<file path="config.mk">
export PLATFORM = sky130hd
export DESIGN_NAME = addr_decoder
export DESIGN_NICKNAME = d
export VERILOG_FILES = /design/src/source/bus_pkg.sv /design/src/source/soc_map_pkg.sv /design/src/source/addr_decoder.sv
export SDC_FILE = /design/constraint.sdc
export NUM_CORES = 1
export LEC_CHECK = 0
export ABC_AREA = 1
export BUFFER_PORTS_ARGS = -buffer_cell sky130_fd_sc_hd__buf_2
export CAP_MARGIN = 20
export CORE_UTILIZATION = 42
export DETAILED_ROUTE_END_ITERATION = 10
export GPL_TIMING_DRIVEN = 0
export PLACE_DENSITY = 0.77
export SYNTH_ARGS = -nofsm -noshare
export SYNTH_HDL_FRONTEND = slang
export SYNTH_SLANG_ARGS = --single-unit
</file>
<file path="constraint.sdc">
create_clock -name vclk -period 2
set_clock_uncertainty 0.2 [all_clocks]
set_input_delay 0.1 -clock vclk [all_inputs]
set_output_delay 0.1 -clock vclk [all_outputs]
set_load 0.005 [all_outputs]
</file>
<file path="src/source/bus_pkg.sv">
// Bus widths, request and response structs, handshake state type
package bus_pkg;

  localparam int unsigned ADDR_W = 32;
  localparam int unsigned DATA_W = 64;
  localparam int unsigned STRB_W = DATA_W / 8;

  // Address bits that select a byte inside one bus word
  localparam int unsigned BYTE_OFF_W = $clog2(STRB_W);

  // Single access issued by the master
  typedef struct packed {
    logic              we;
    logic [ADDR_W-1:0] addr;
    logic [DATA_W-1:0] wdata;
    logic [STRB_W-1:0] be;
  } bus_req_t;

  // Answer returned with ack
  typedef struct packed {
    logic [DATA_W-1:0] rdata;
    logic              err;
  } bus_rsp_t;

  // Four-phase handshake sequencing
  typedef enum logic [1:0] {
    IDLE,
    WAIT,
    ACCESS,
    ACK
  } fsm_state_t;

endpackage : bus_pkg

</file>
<file path="src/source/soc_map_pkg.sv">
// Memory map regions, base addresses, lengths, wait states and register offsets
package soc_map_pkg;

  typedef enum logic [1:0] {
    REGION_L2,
    REGION_UART,
    REGION_CTRL,
    REGION_NONE
  } region_t;

  localparam int unsigned L2_WORDS = 256;
  localparam int unsigned L2_IDX_W = $clog2(L2_WORDS);

  localparam logic [bus_pkg::ADDR_W-1:0] DRAM_BASE     = 32'h8000_0000;
  localparam logic [bus_pkg::ADDR_W-1:0] DRAM_LENGTH   = L2_WORDS * bus_pkg::STRB_W;
  localparam logic [bus_pkg::ADDR_W-1:0] UART_BASE     = 32'hC000_0000;
  localparam logic [bus_pkg::ADDR_W-1:0] CTRL_BASE     = 32'hD000_0000;
  localparam logic [bus_pkg::ADDR_W-1:0] PERIPH_LENGTH = 32'h0000_1000;

  // Wait states per region
  localparam int unsigned      WAIT_W    = 3;
  localparam logic [WAIT_W-1:0] L2_WAIT   = 3'd2;
  localparam logic [WAIT_W-1:0] UART_WAIT = 3'd4;
  localparam logic [WAIT_W-1:0] CTRL_WAIT = 3'd1;

  localparam int unsigned OFFSET_W = 12;

  // UART registers
  localparam logic [OFFSET_W-1:0] UART_THR      = 12'h000;
  localparam logic [OFFSET_W-1:0] UART_LSR      = 12'h014;
  localparam logic [7:0]          UART_LSR_IDLE = 8'h60;

  // Control registers
  localparam logic [OFFSET_W-1:0] CTRL_EXIT      = 12'h000;
  localparam logic [OFFSET_W-1:0] CTRL_DRAM_BASE = 12'h008;
  localparam logic [OFFSET_W-1:0] CTRL_DRAM_END  = 12'h010;

endpackage : soc_map_pkg

</file>
<file path="src/source/addr_decoder.sv">
// Address decoder from bus address to region and offset
module addr_decoder (
  input  logic [bus_pkg::ADDR_W-1:0]       addr_i,
  output soc_map_pkg::region_t             region_o,
  output logic [soc_map_pkg::OFFSET_W-1:0] offset_o
);

  import bus_pkg::*;
  import soc_map_pkg::*;

  logic              hit_l2;
  logic              hit_uart;
  logic              hit_ctrl;
  logic [ADDR_W-1:0] base;
  logic [ADDR_W-1:0] rel_addr;

  assign hit_l2   = (addr_i >= DRAM_BASE) && (addr_i < DRAM_BASE + DRAM_LENGTH);
  assign hit_uart = (addr_i >= UART_BASE) && (addr_i < UART_BASE + PERIPH_LENGTH);
  assign hit_ctrl = (addr_i >= CTRL_BASE) && (addr_i < CTRL_BASE + PERIPH_LENGTH);

  always_comb begin
    region_o = REGION_NONE;
    // Unmapped accesses report offset zero
    base     = addr_i;
    if (hit_l2) begin
      region_o = REGION_L2;
      base     = DRAM_BASE;
    end else if (hit_uart) begin
      region_o = REGION_UART;
      base     = UART_BASE;
    end else if (hit_ctrl) begin
      region_o = REGION_CTRL;
      base     = CTRL_BASE;
    end
  end

  assign rel_addr = addr_i - base;
  assign offset_o = rel_addr[OFFSET_W-1:0];

  // Map windows must not overlap
  always_comb begin
    assert final ($onehot0({hit_l2, hit_uart, hit_ctrl}))
      else $error("address %h falls in more than one region", addr_i);
  end

endmodule : addr_decoder

</file>
==> Word level (Yosys, flattened, before mapping) <==
Index checks and enable logic that the tools add are counted.
{ "op_classes": {"magnitude_cmp": 6, "eq_ne": 0, "bitwise": 0, "muxes": 6, "n_mul": 0, "addsub": 1, "reduce_logical": 3, "shift": 0, "div": 0} }
{ "ops": {"columns": ["op", "n"], "rows": [
  ["greater-or-equal comparator 32 bit (second input constant)", 3],
  ["< comparator 32 bit (second input constant)", 3],
  ["2-to-1 mux 12 bit", 3],
  ["subtractor 12 bit", 1],
  ["2-to-1 mux 2 bit", 2],
  ["logical AND 1 bit", 3],
  ["2-to-1 mux 1 bit", 1]
]} }
{ "totals": {"register_bits": 0, "rom_bits": 0, "n_memories": 0, "ramBits": 0, "word_cells": 16, "output_inout_bits": 14, "latch_bits": 0} }

==> Depth between registers and ports, before layout <==
Gate-level depths: netlist of run 1.
{ "depth": {"depth_word": 6, "ltp_mapped": 19} }

==> Worst setup path after synthesis of run 1 <==
No wires, ideal clock.
{ "synth_timing": {"kind": "input port to output port", "from": "input addr_i[20] in the netlist's numbering", "to": "output offset_o[8] in the netlist's numbering", "arrival_ns": 1.783, "path_slack_ns": -0.083, "path_stages": 12, "cell_sequence": "nor2_1 > nand2_1 > nor2_4 > nand3_2 > nand2_2 > nor2_1 > ha_1 > fa_1 > o21ai_1 > nand2_1 > nand2_1 > xor2_1"} }
{ "synth_between": {"elab_chain_len": 6, "word_cells_on_any_way": 13, "classes_between": "1 x add/sub; 6 x order compare; 3 x mux; 3 x reduce/logical"} }
{ "synth_rtl": {"columns": ["element", "line_no", "rtl"], "rows": [
  ["start, declared", "addr_decoder.sv:3", "input logic [bus_pkg::ADDR_W-1:0] addr_i,"],
  ["greater-or-equal comparator 32 bit or < comparator 32 bit (tied branches)", "addr_decoder.sv:19", "assign hit_ctrl = (addr_i >= CTRL_BASE) && (addr_i < CTRL_BASE + PERIPH_LENGTH);"],
  ["logical AND 1 bit", "addr_decoder.sv:19", null],
  ["2-to-1 mux 12 bit", "addr_decoder.sv:31", "end else if (hit_ctrl) begin"],
  ["2-to-1 mux 12 bit", "addr_decoder.sv:28", "end else if (hit_uart) begin"],
  ["2-to-1 mux 12 bit *", "addr_decoder.sv:25", "if (hit_l2) begin"],
  ["subtractor 12 bit *", "addr_decoder.sv:37", "assign rel_addr = addr_i - base;"],
  ["end, declared", "addr_decoder.sv:5", "output logic [soc_map_pkg::OFFSET_W-1:0] offset_o"]
]} }
Every way passes the cells marked *; elsewhere a longest branch is shown, timed or not.

==> Worst setup path after layout of run 1 <==
{ "layout_timing": {"from": "input addr_i[12] in the netlist's numbering", "to": "output offset_o[11] in the netlist's numbering"} }
The elaborated chain is that of the path after synthesis.

==> results_dict.tcl, run 1 <==
set metrics [dict create \
    run_status "finished, violations left" \
    violations "setup timing" \
    buffer_ports.inserted 46 \
    synth_warnings 0 \
    place_hpwl_um 1730 \
    row_count 15 \
    grt_pass1_vias 1008 \
    floorplan.die_area_um2 2050 \
    clkbuf_count 0 \
    multiInputGateArea_um2 1030 \
    route.antenna.remaining_nets 0 \
    yosysSeqAreaShare_pct 0 \
    cts_hold_buf 0 \
    relSlewSlack_pct 81.8 \
    floorplan.die.height_um 45.3 \
    worstHoldPathType "input pin to output pin" \
    min_delay_path_depth 5 \
    finish.utilization_pct 91.8 \
    area_growth_pct 103 \
    mostFrequentLayoutCells "nand2_1, buf_2, buf_6" \
    gr-total-overflow 0 \
    place_congestion 0.923 \
    n_sequential_cell 0 \
    final_design_area_no_fill_um2 1600 \
    post-layout-total-power_mw 0.470 \
    drt_iter0_drc 39 \
    pwr_density_cell_nw_per_um2 293 \
    grt.met2_usage_pct 55.4 \
    antenna_found_initial 0 \
    final.min_clock_period_ns 2.55 \
    netlist-cell-type-count 24 \
    grtUsageMet3_pct 0.400 \
    first_pass_iters 4 \
    critical_path_arrival_ns 2.25 \
    initial_cell_density_of_the_core_pct 45.1 \
    global_route_wire_length_before_repair_um 3950 \
    final.hold.worst_slack_ns 0.446 \
    leading_cell_type_in_the_layout_fill_and_taps_excluded "nand2_1" \
    syn-cell-area_um2 787 \
    postSynthCellCount 146 \
    maxClockFrequency_mhz 393 \
    leakage_nw 0.787 \
    cp.required_ns 1.70 \
    drc 0 \
    layout-drive-gt1-share_pct 60.9 \
    finalMaxSlewViolations 0 \
    finalHoldViolations 0 \
    power.ir.vdd_worst_mv 0.201 \
    grt_max_degree 10 \
    period_share_pct 127 \
    nets 253 \
    crit_fanout 9 \
    crit_path_end_kind "output pin" \
    setup_viol 11 \
    syn_avg_cell_area_um2 5.39 \
    fill_cells 77 \
    start_kind "input pin" \
    grt_busiest_layer "met2" \
    setup_ws_ns -0.546 \
    grt_use_total_pct 25.6 \
    stdcell_count 232 \
    grt_setup_unrepaired "true" \
    synthesis.nets 190 \
    tightestPinTransition_ns 0.272 \
    max_cap_violations 0 \
    groute.layer.met1.usage_pct 26.3 \
    vias 1304 \
    placedInstanceArea_um2 1060 \
    placeable_area_um2 1750 \
    chip_width_um 45.3 \
    antennaDiodeCount 0 \
    path_class "input pin to output pin" \
    mean_number_of_vias_per_cell 5.62 \
    dpl.cell_count 217 \
    design.portCount 46 \
    wire_per_inst_um 16.8 \
    drt-total-wl_um 3890 \
    seq_area_um2 0 \
]
## per-layer routing
layer | routed length [um] | share of wire [%]
met2 | 2000 | 51
met4 | 374 | 9.6
met5 | 0 | 0
met3 | 311 | 8.0
met1 | 1210 | 31
## worst max-delay path, stage by stage
cell	delay [ns]
buf_6	0.09
nor2_2	0.15
nand2_2	0.11
nor2_4	0.16
nand3_2	0.14
nand2_4	0.16
inv_6	0.08
nand2_2	0.07
ha_4	0.22
a21oi_4	0.20
nand2_1	0.09
nand2_1	0.06
nand2_1	0.06
nor2_2	0.11
inv_1	0.05
nand2_1	0.09
nand2_1	0.09
inv_1	0.08
buf_2	0.11
## cell type report
cell class	instances	share of cell area [%]
multi-input cells	124	64.5
inverters	22	5.47
repair buffers	61	28.1
well taps	25	1.95
## synthesized netlist by cell type (all sizes together)
cell	number	area, um^2
o21bai	1	7.51
ha	11	138
nand4	1	6.26
nor3	2	10.0
xnor2	3	26.3
a21oi	6	33.8
nand3b	1	7.51
xor2	4	35.0
fa	1	20.0
inv	22	82.6
a31oi	1	6.26
o21ai	3	18.8
nor2	27	126
a21o	1	7.51
nand2	53	209
nand3	8	45.0
o211ai	1	7.51
## final timing paths
| kind | start | to | slack [ns] |
|---|---|---|---|
| worst max-delay path | addr_i[12] | offset_o[11] | -0.55 |
| worst min-delay path | addr_i[11] | offset_o[11] | 0.45 |
## stage by stage
stage,TNS (ns),setup WS [ns]
floorplan,0,0.000989
global placement,-1.86,-0.288
detailed placement,-2.45,-0.352
CTS,-1.25,-0.235
global route,-4.10,-0.558
finish,-3.85,-0.546
## cell families after synthesis
group                    after synthesis  share of synthesized area (%)
XOR/XNOR                               7                           7.79
adder cells (fa/ha/maj)               12                           20.0
buffers and inverters                 22                           10.5
AND/OR/NAND/NOR                       92                           51.4
AO/OA/AOI/OAI                         13                           10.3
## where the power goes
group	total [mW]	switching [mW]	leakage (nW)	internal, mW
Combinational	0.470	0.236	0.787	0.234
Clock	0	0	0	0
Sequential	0	0	0	0
## what timing repair did
action | CTS | global route
setup buffers | 8 | 7
setup endpoints to repair | 11 | 11
pin swaps | 27 | 22
gates resized for setup | 55 | 28
cloned | 0 | 0
Note: power is estimated with default switching activity, not from simulation.
==> inputs of run 2 (changes only) <==
- CORE_UTILIZATION: 42 -> 40
- PLACE_DENSITY: 0.77 -> 0.73
==> run 2 against run 1 <==
Effect of this change: highest routed layer unchanged; power shrank 13%; the run still ends with setup timing left; combinational power shrank 13%; core utilization shrank 10 points.
==> results_dict.tcl, run 2 (same netlist as run 1, synthesis figures left out) <==
set metrics [dict create \
    buffer_ports.inserted 46 \
    nets 248 \
    mostFrequentLayoutCells "nand2_1, buf_2, inv_1" \
    grt_use_total_pct 23.3 \
    vias 1154 \
    place_hpwl_um 1750 \
    first_pass_iters 4 \
    drc 0 \
    violations "setup timing" \
    crit_path_end_kind "output pin" \
    row_count 15 \
    layout-drive-gt1-share_pct 55.9 \
    max_cap_violations 0 \
    placeable_area_um2 1780 \
    drt_iter0_drc 18 \
    start_kind "input pin" \
    grt_setup_unrepaired "true" \
    cp_slowest_stage_delay_ns 0.32 \
    worstHoldPathType "input pin to output pin" \
    cts_hold_buf 0 \
    setup_viol 11 \
    cpMaxStageDelayCell "ha_4" \
    global_route_wire_length_before_repair_um 3760 \
    finalMaxSlewViolations 0 \
    run_status "finished, violations left" \
    design.portCount 46 \
    floorplan.die_area_um2 2150 \
    place_congestion 0.814 \
    final.min_clock_period_ns 2.34 \
    period_share_pct 117 \
    gr-total-overflow 0 \
    initial_cell_density_of_the_core_pct 44.1 \
    tightestPinTransition_ns 0.254 \
    fill_cells 135 \
    leakage_nw 0.722 \
    pwr_density_cell_nw_per_um2 281 \
    n_sequential_cell 0 \
    crit_fanout 9 \
    chip_width_um 46.4 \
    finalHoldViolations 0 \
    setup_ws_ns -0.343 \
    critical_path.cell_chain "buf_2 -> nand2_1 -> a21oi_2 -> nand3_2 -> nand2_4 -> inv_4 -> nand2_1 -> ha_4 -> nand2_1 -> nor2_1 -> nand2_1 -> nor2_1 -> nor2_2 -> inv_1 -> nand2_1 -> nand2_1 -> inv_1 -> buf_2" \
    power.ir.vdd_worst_mv 0.202 \
    grt_pass1_vias 989 \
    post-layout-total-power_mw 0.409 \
    mean_number_of_vias_per_cell 5.08 \
    final_design_area_no_fill_um2 1450 \
    maxClockFrequency_mhz 427 \
    antennaDiodeCount 0 \
    critical_path_arrival_ns 2.04 \
    path_class "input pin to output pin" \
    placedInstanceArea_um2 1060 \
    area_growth_pct 84.7 \
    grt_max_degree 10 \
    antenna_found_initial 0 \
    drt-total-wl_um 2930 \
    floorplan.die.height_um 46.4 \
    critical_path_buf_inv_count 5 \
    cp.required_ns 1.70 \
    relSlewSlack_pct 83.0 \
    route.antenna.remaining_nets 0 \
    wire_per_inst_um 12.9 \
    timing.critical_path.mode_cell "nand2_1" \
    clkbuf_count 0 \
    seq_area_um2 0 \
    cp_top_family "simple AND/OR/NAND/NOR gates" \
]
-- run 2: repair_timing --
| action | 4_1_cts | 5_1_grt |
|---|---|---|
| endpoints found under the setup margin | 11 | 11 |
| gates resized for setup | 31 | 33 |
| pin swaps | 20 | 21 |
| buffers inserted | 8 | 2 |
-- run 2: stage by stage --
step	TNS (ns)	setup slack (ns)	hold slack [ns]	std cells	utilization [%]
finish	-2.15	-0.343	0.387	227	81.5
global route	-3.31	-0.509	0.437	227	81.5
CTS	-1.47	-0.245	0.375	225	73.6
detailed placement	-2.38	-0.336	0.373	217	59.3
global placement	-1.95	-0.293	0.369	217	59.3
floorplan	0	0.000989	0.151	146	-
-- run 2: final timing paths --
| check | cells after the start | slack [ns] | end | start |
|---|---|---|---|---|
| hold / removal | 5 | 0.39 | offset_o[11] | addr_i[11] |
| setup / recovery | 18 | -0.34 | offset_o[11] | addr_i[31] |
-- run 2: area by class of cell --
| cell class | count | area, um^2 | area share (%) |
|---|---|---|---|
| timing repair buffer | 56 | 365 | 25.1 |
| multi-input combinational | 124 | 972 | 66.9 |
| inverter | 22 | 85.1 | 5.85 |
| tap | 25 | 31.3 | 2.15 |
-- run 2: power breakdown --
| group | switching (mW) | total (mW) | internal (mW) |
|---|---|---|---|
| combinational | 0.204 | 0.409 | 0.205 |
| sequential | 0 | 0 | 0 |
| clock | 0 | 0 | 0 |
-- run 2: per-layer routing --
layer / vias up / wire length [um] / track usage [%] / share of wire, %
li1: 574 / - / - / -
met1: 524 / 1060 / 25.4 / 36
met2: 46 / 1670 / 48.3 / 57
met3: 10 / 126 / 0.784 / 4.3
met4: 0 / 76 / 3.53 / 2.6
met5: - / 0 / 0 / 0
-- run 2: tightest hold or removal path, cell delays in order --
cell and delay [ns]:
buf_2 0.11, nand3_1 0.08, nand2_1 0.05, inv_1 0.04, buf_2 0.10
==> inputs of run 3 (changes only) <==
==> constraint.sdc (replaced) <==
create_clock -name vclk -period 2
set_clock_uncertainty 0.2 [all_clocks]
set_input_delay 0.1 -clock vclk [all_inputs]
set_output_delay 0.1 -clock vclk [all_outputs]
set_load 0.05 [all_outputs]
==> run 3 against run 2 <==
Effect of this change: the run now fails in clock tree synthesis; synthesized cell count unchanged; area after synthesis is the same.
==> results_dict.tcl, run 3 <==
set metrics [dict create \
    run_status "stopped before the end" \
    haltStage "clock tree synthesis" \
    flow.first_error "[ERROR DPL-0038] Utilization greater than 100%, impossible to legalize" \
    yosys.area.top_type "nand2_1" \
    cts_hold_buf 0 \
    postSynthCellCount 146 \
    syn-cell-area_um2 787 \
    row_count 15 \
    netlist-cell-type-count 24 \
    floorplan.die.height_um 46.4 \
    syn_avg_cell_area_um2 5.39 \
    yosysSeqAreaShare_pct 0 \
    buffer_ports.inserted 46 \
    yosys.area.top_type_share_pct 23.4 \
    chip_width_um 46.4 \
    cts_resized 81 \
    post-cts-setup-buffer-count 16 \
    synthMostInstantiatedCell "nand2_1" \
    place_congestion 0.790 \
    synthesis.nets 190 \
    initial_cell_density_of_the_core_pct 44.1 \
    synth_top_cells_by_count "nand2_1, nor2_1, inv_1, ha_1, nand3_1" \
    design.portCount 46 \
    synth_warnings 0 \
    ys_top_cells_by_area "nand2_1, ha_1, nor2_1" \
    place_hpwl_um 2030 \
]
run 3: kinds of logic after synthesis:
logic type      count (synthesis)  synth area share [%]
xor+xnor                        7                  7.79
fa+ha+maj                      12                  20.0
compound gates                 13                  10.3
buf+inv                        22                  10.5
simple gates                   92                  51.4
run 3: per-stage QoR:
stage               std cells  setup TNS (ns)  setup WS, ns  instance area [um^2]  util (%)
floorplan                 146           -2.44        -0.406                  1050         -
global placement          217           -4.71        -0.604                  1310      73.5
detailed placement        217           -5.36        -0.670                  1310      73.5
==> inputs of run 4 (changes only) <==
- CORE_AREA: unset -> 2 2 63 65
- CORE_UTILIZATION: 40 -> unset
- DIE_AREA: unset -> 0 0 65 67
- PLACE_DENSITY: 0.73 -> unset
- PLACE_DENSITY_LB_ADDON: unset -> 0.15
- clock period: 2 -> 2.6 ns (I/O delays scaled with it)
==> run 4 against run 3 <==
Effect of this change: the flow now finishes without violations.
==> results_dict.tcl, run 4 (same netlist as run 1, synthesis figures left out) <==
set metrics [dict create \
    global_route_wire_length_before_repair_um 3490 \
    dpl.cell_count 240 \
    critical_path_arrival_ns 2.16 \
    first_pass_iters 4 \
    grt_busiest_layer "met2" \
    chip_width_um 65 \
    buffer_ports.inserted 46 \
    power.ir.vdd_worst_mv 0.132 \
    mostFrequentLayoutCells "nand2_1, buf_2, nor2_1, inv_1, buf_4" \
    fill_cells 419 \
    worst_setup_path_startpoint "addr_i[31]" \
    cp.required_ns 2.27 \
    leakage_nw 0.702 \
    final_design_area_no_fill_um2 1370 \
    layout-drive-gt1-share_pct 46.4 \
    placedInstanceArea_um2 1160 \
    period_share_pct 95.9 \
    grt_max_degree 10 \
    initial_cell_density_of_the_core_pct 21.8 \
    clkbuf_count 0 \
    grtUsageMet3_pct 0.338 \
    grt_pass1_vias 849 \
    design.portCount 46 \
    grt_use_total_pct 9.68 \
    place_congestion 0.792 \
    antennaDiodeCount 0 \
    finalHoldViolations 0 \
    maxClockFrequency_mhz 401 \
    wire_per_inst_um 9.09 \
    relSlewSlack_pct 78.3 \
    row_count 22 \
    floorplan.die_area_um2 4360 \
    route.antenna.remaining_nets 0 \
    area_growth_pct 74.6 \
    final.hold.worst_slack_ns 0.491 \
    grt.met2_usage_pct 17.4 \
    setup_viol 0 \
    drt-total-wl_um 2220 \
    run_status "finished clean" \
    stdcell_count 244 \
    drt_iter0_drc 29 \
    finish.utilization_pct 38.1 \
    drc 0 \
    setup-tns-final_ns 0 \
    worst_setup_path_endpoint "offset_o[6]" \
    tightestPinTransition_ns 0.323 \
    placeable_area_um2 3610 \
    nets 242 \
    gr-total-overflow 0 \
    pwr_density_cell_nw_per_um2 322 \
    worstHoldPathType "input pin to output pin" \
    path_class "input pin to output pin" \
    vias 1025 \
    finalMaxSlewViolations 0 \
    final.min_clock_period_ns 2.49 \
    floorplan.die.height_um 67 \
    groute.layer.met1.usage_pct 13.6 \
    crit_path_end_kind "output pin" \
    crit_fanout 9 \
    antenna_found_initial 0 \
    mean_number_of_vias_per_cell 4.20 \
    place_hpwl_um 1850 \
    n_sequential_cell 0 \
    leading_cell_type_in_the_layout_fill_and_taps_excluded "nand2_1" \
    grt_setup_unrepaired "true" \
    max_cap_violations 0 \
    start_kind "input pin" \
    seq_area_um2 0 \
]
## run 4: worst max-delay path, cell delays in order
cell and delay, ns:
buf_2 0.09, nand2_1 0.07, nor3_1 0.27, nand3_2 0.14, nand2_4 0.10, inv_4 0.07, nand2_1 0.06, ha_2 0.31
a21oi_2 0.23, o21ai_1 0.12, a21oi_2 0.22, xnor2_4 0.13, buf_4 0.21
## run 4: cell type report
type | count | area, um^2 | area share [%]
Inverter | 22 | 85.1 | 6.19
Multi-Input combinational cell | 124 | 942 | 68.6
Tap cell | 48 | 60.1 | 4.37
Timing Repair Buffer | 50 | 287 | 20.9
## run 4: report_power, final
part / internal, mW / total (mW) / leakage, nW / switching [mW]
Combinational: 0.166 / 0.443 / 0.702 / 0.277
Sequential: 0 / 0 / 0 / 0
Clock: 0 / 0 / 0 / 0
## run 4: worst min path at each step
stage | cells after the start | from | to
2_1_floorplan | 3 | addr_i[11] | offset_o[11]
3_3_place_gp | 5 | addr_i[11] | offset_o[11]
3_5_place_dp | 5 | addr_i[11] | offset_o[11]
4_1_cts | 5 | addr_i[11] | offset_o[11]
5_1_grt | 5 | addr_i[11] | offset_o[11]
6_report | 5 | addr_i[11] | offset_o[11]
## run 4: routing by layer
layer / share of wire [%] / vias up
li1: - / 556
met1: 47 / 439
met2: 48 / 30
met3: 5.8 / 0
met4: 0 / 0
met5: 0 / -
## run 4: metrics by stage
stage / setup slack [ns] / power (mW)
floorplan: -0.183 / 0.298
global placement: -0.246 / 0.381
detailed placement: -0.247 / 0.381
CTS: -0.0321 / 0.394
global route: -0.0327 / 0.477
finish: 0.106 / 0.443
## run 4: what timing repair did
action	CTS	global route
setup endpoints to repair	5	8
buffers inserted	0	4
pin swaps	0	6
hold buffers	0	0
cloned	0	0
gates resized for setup	8	35
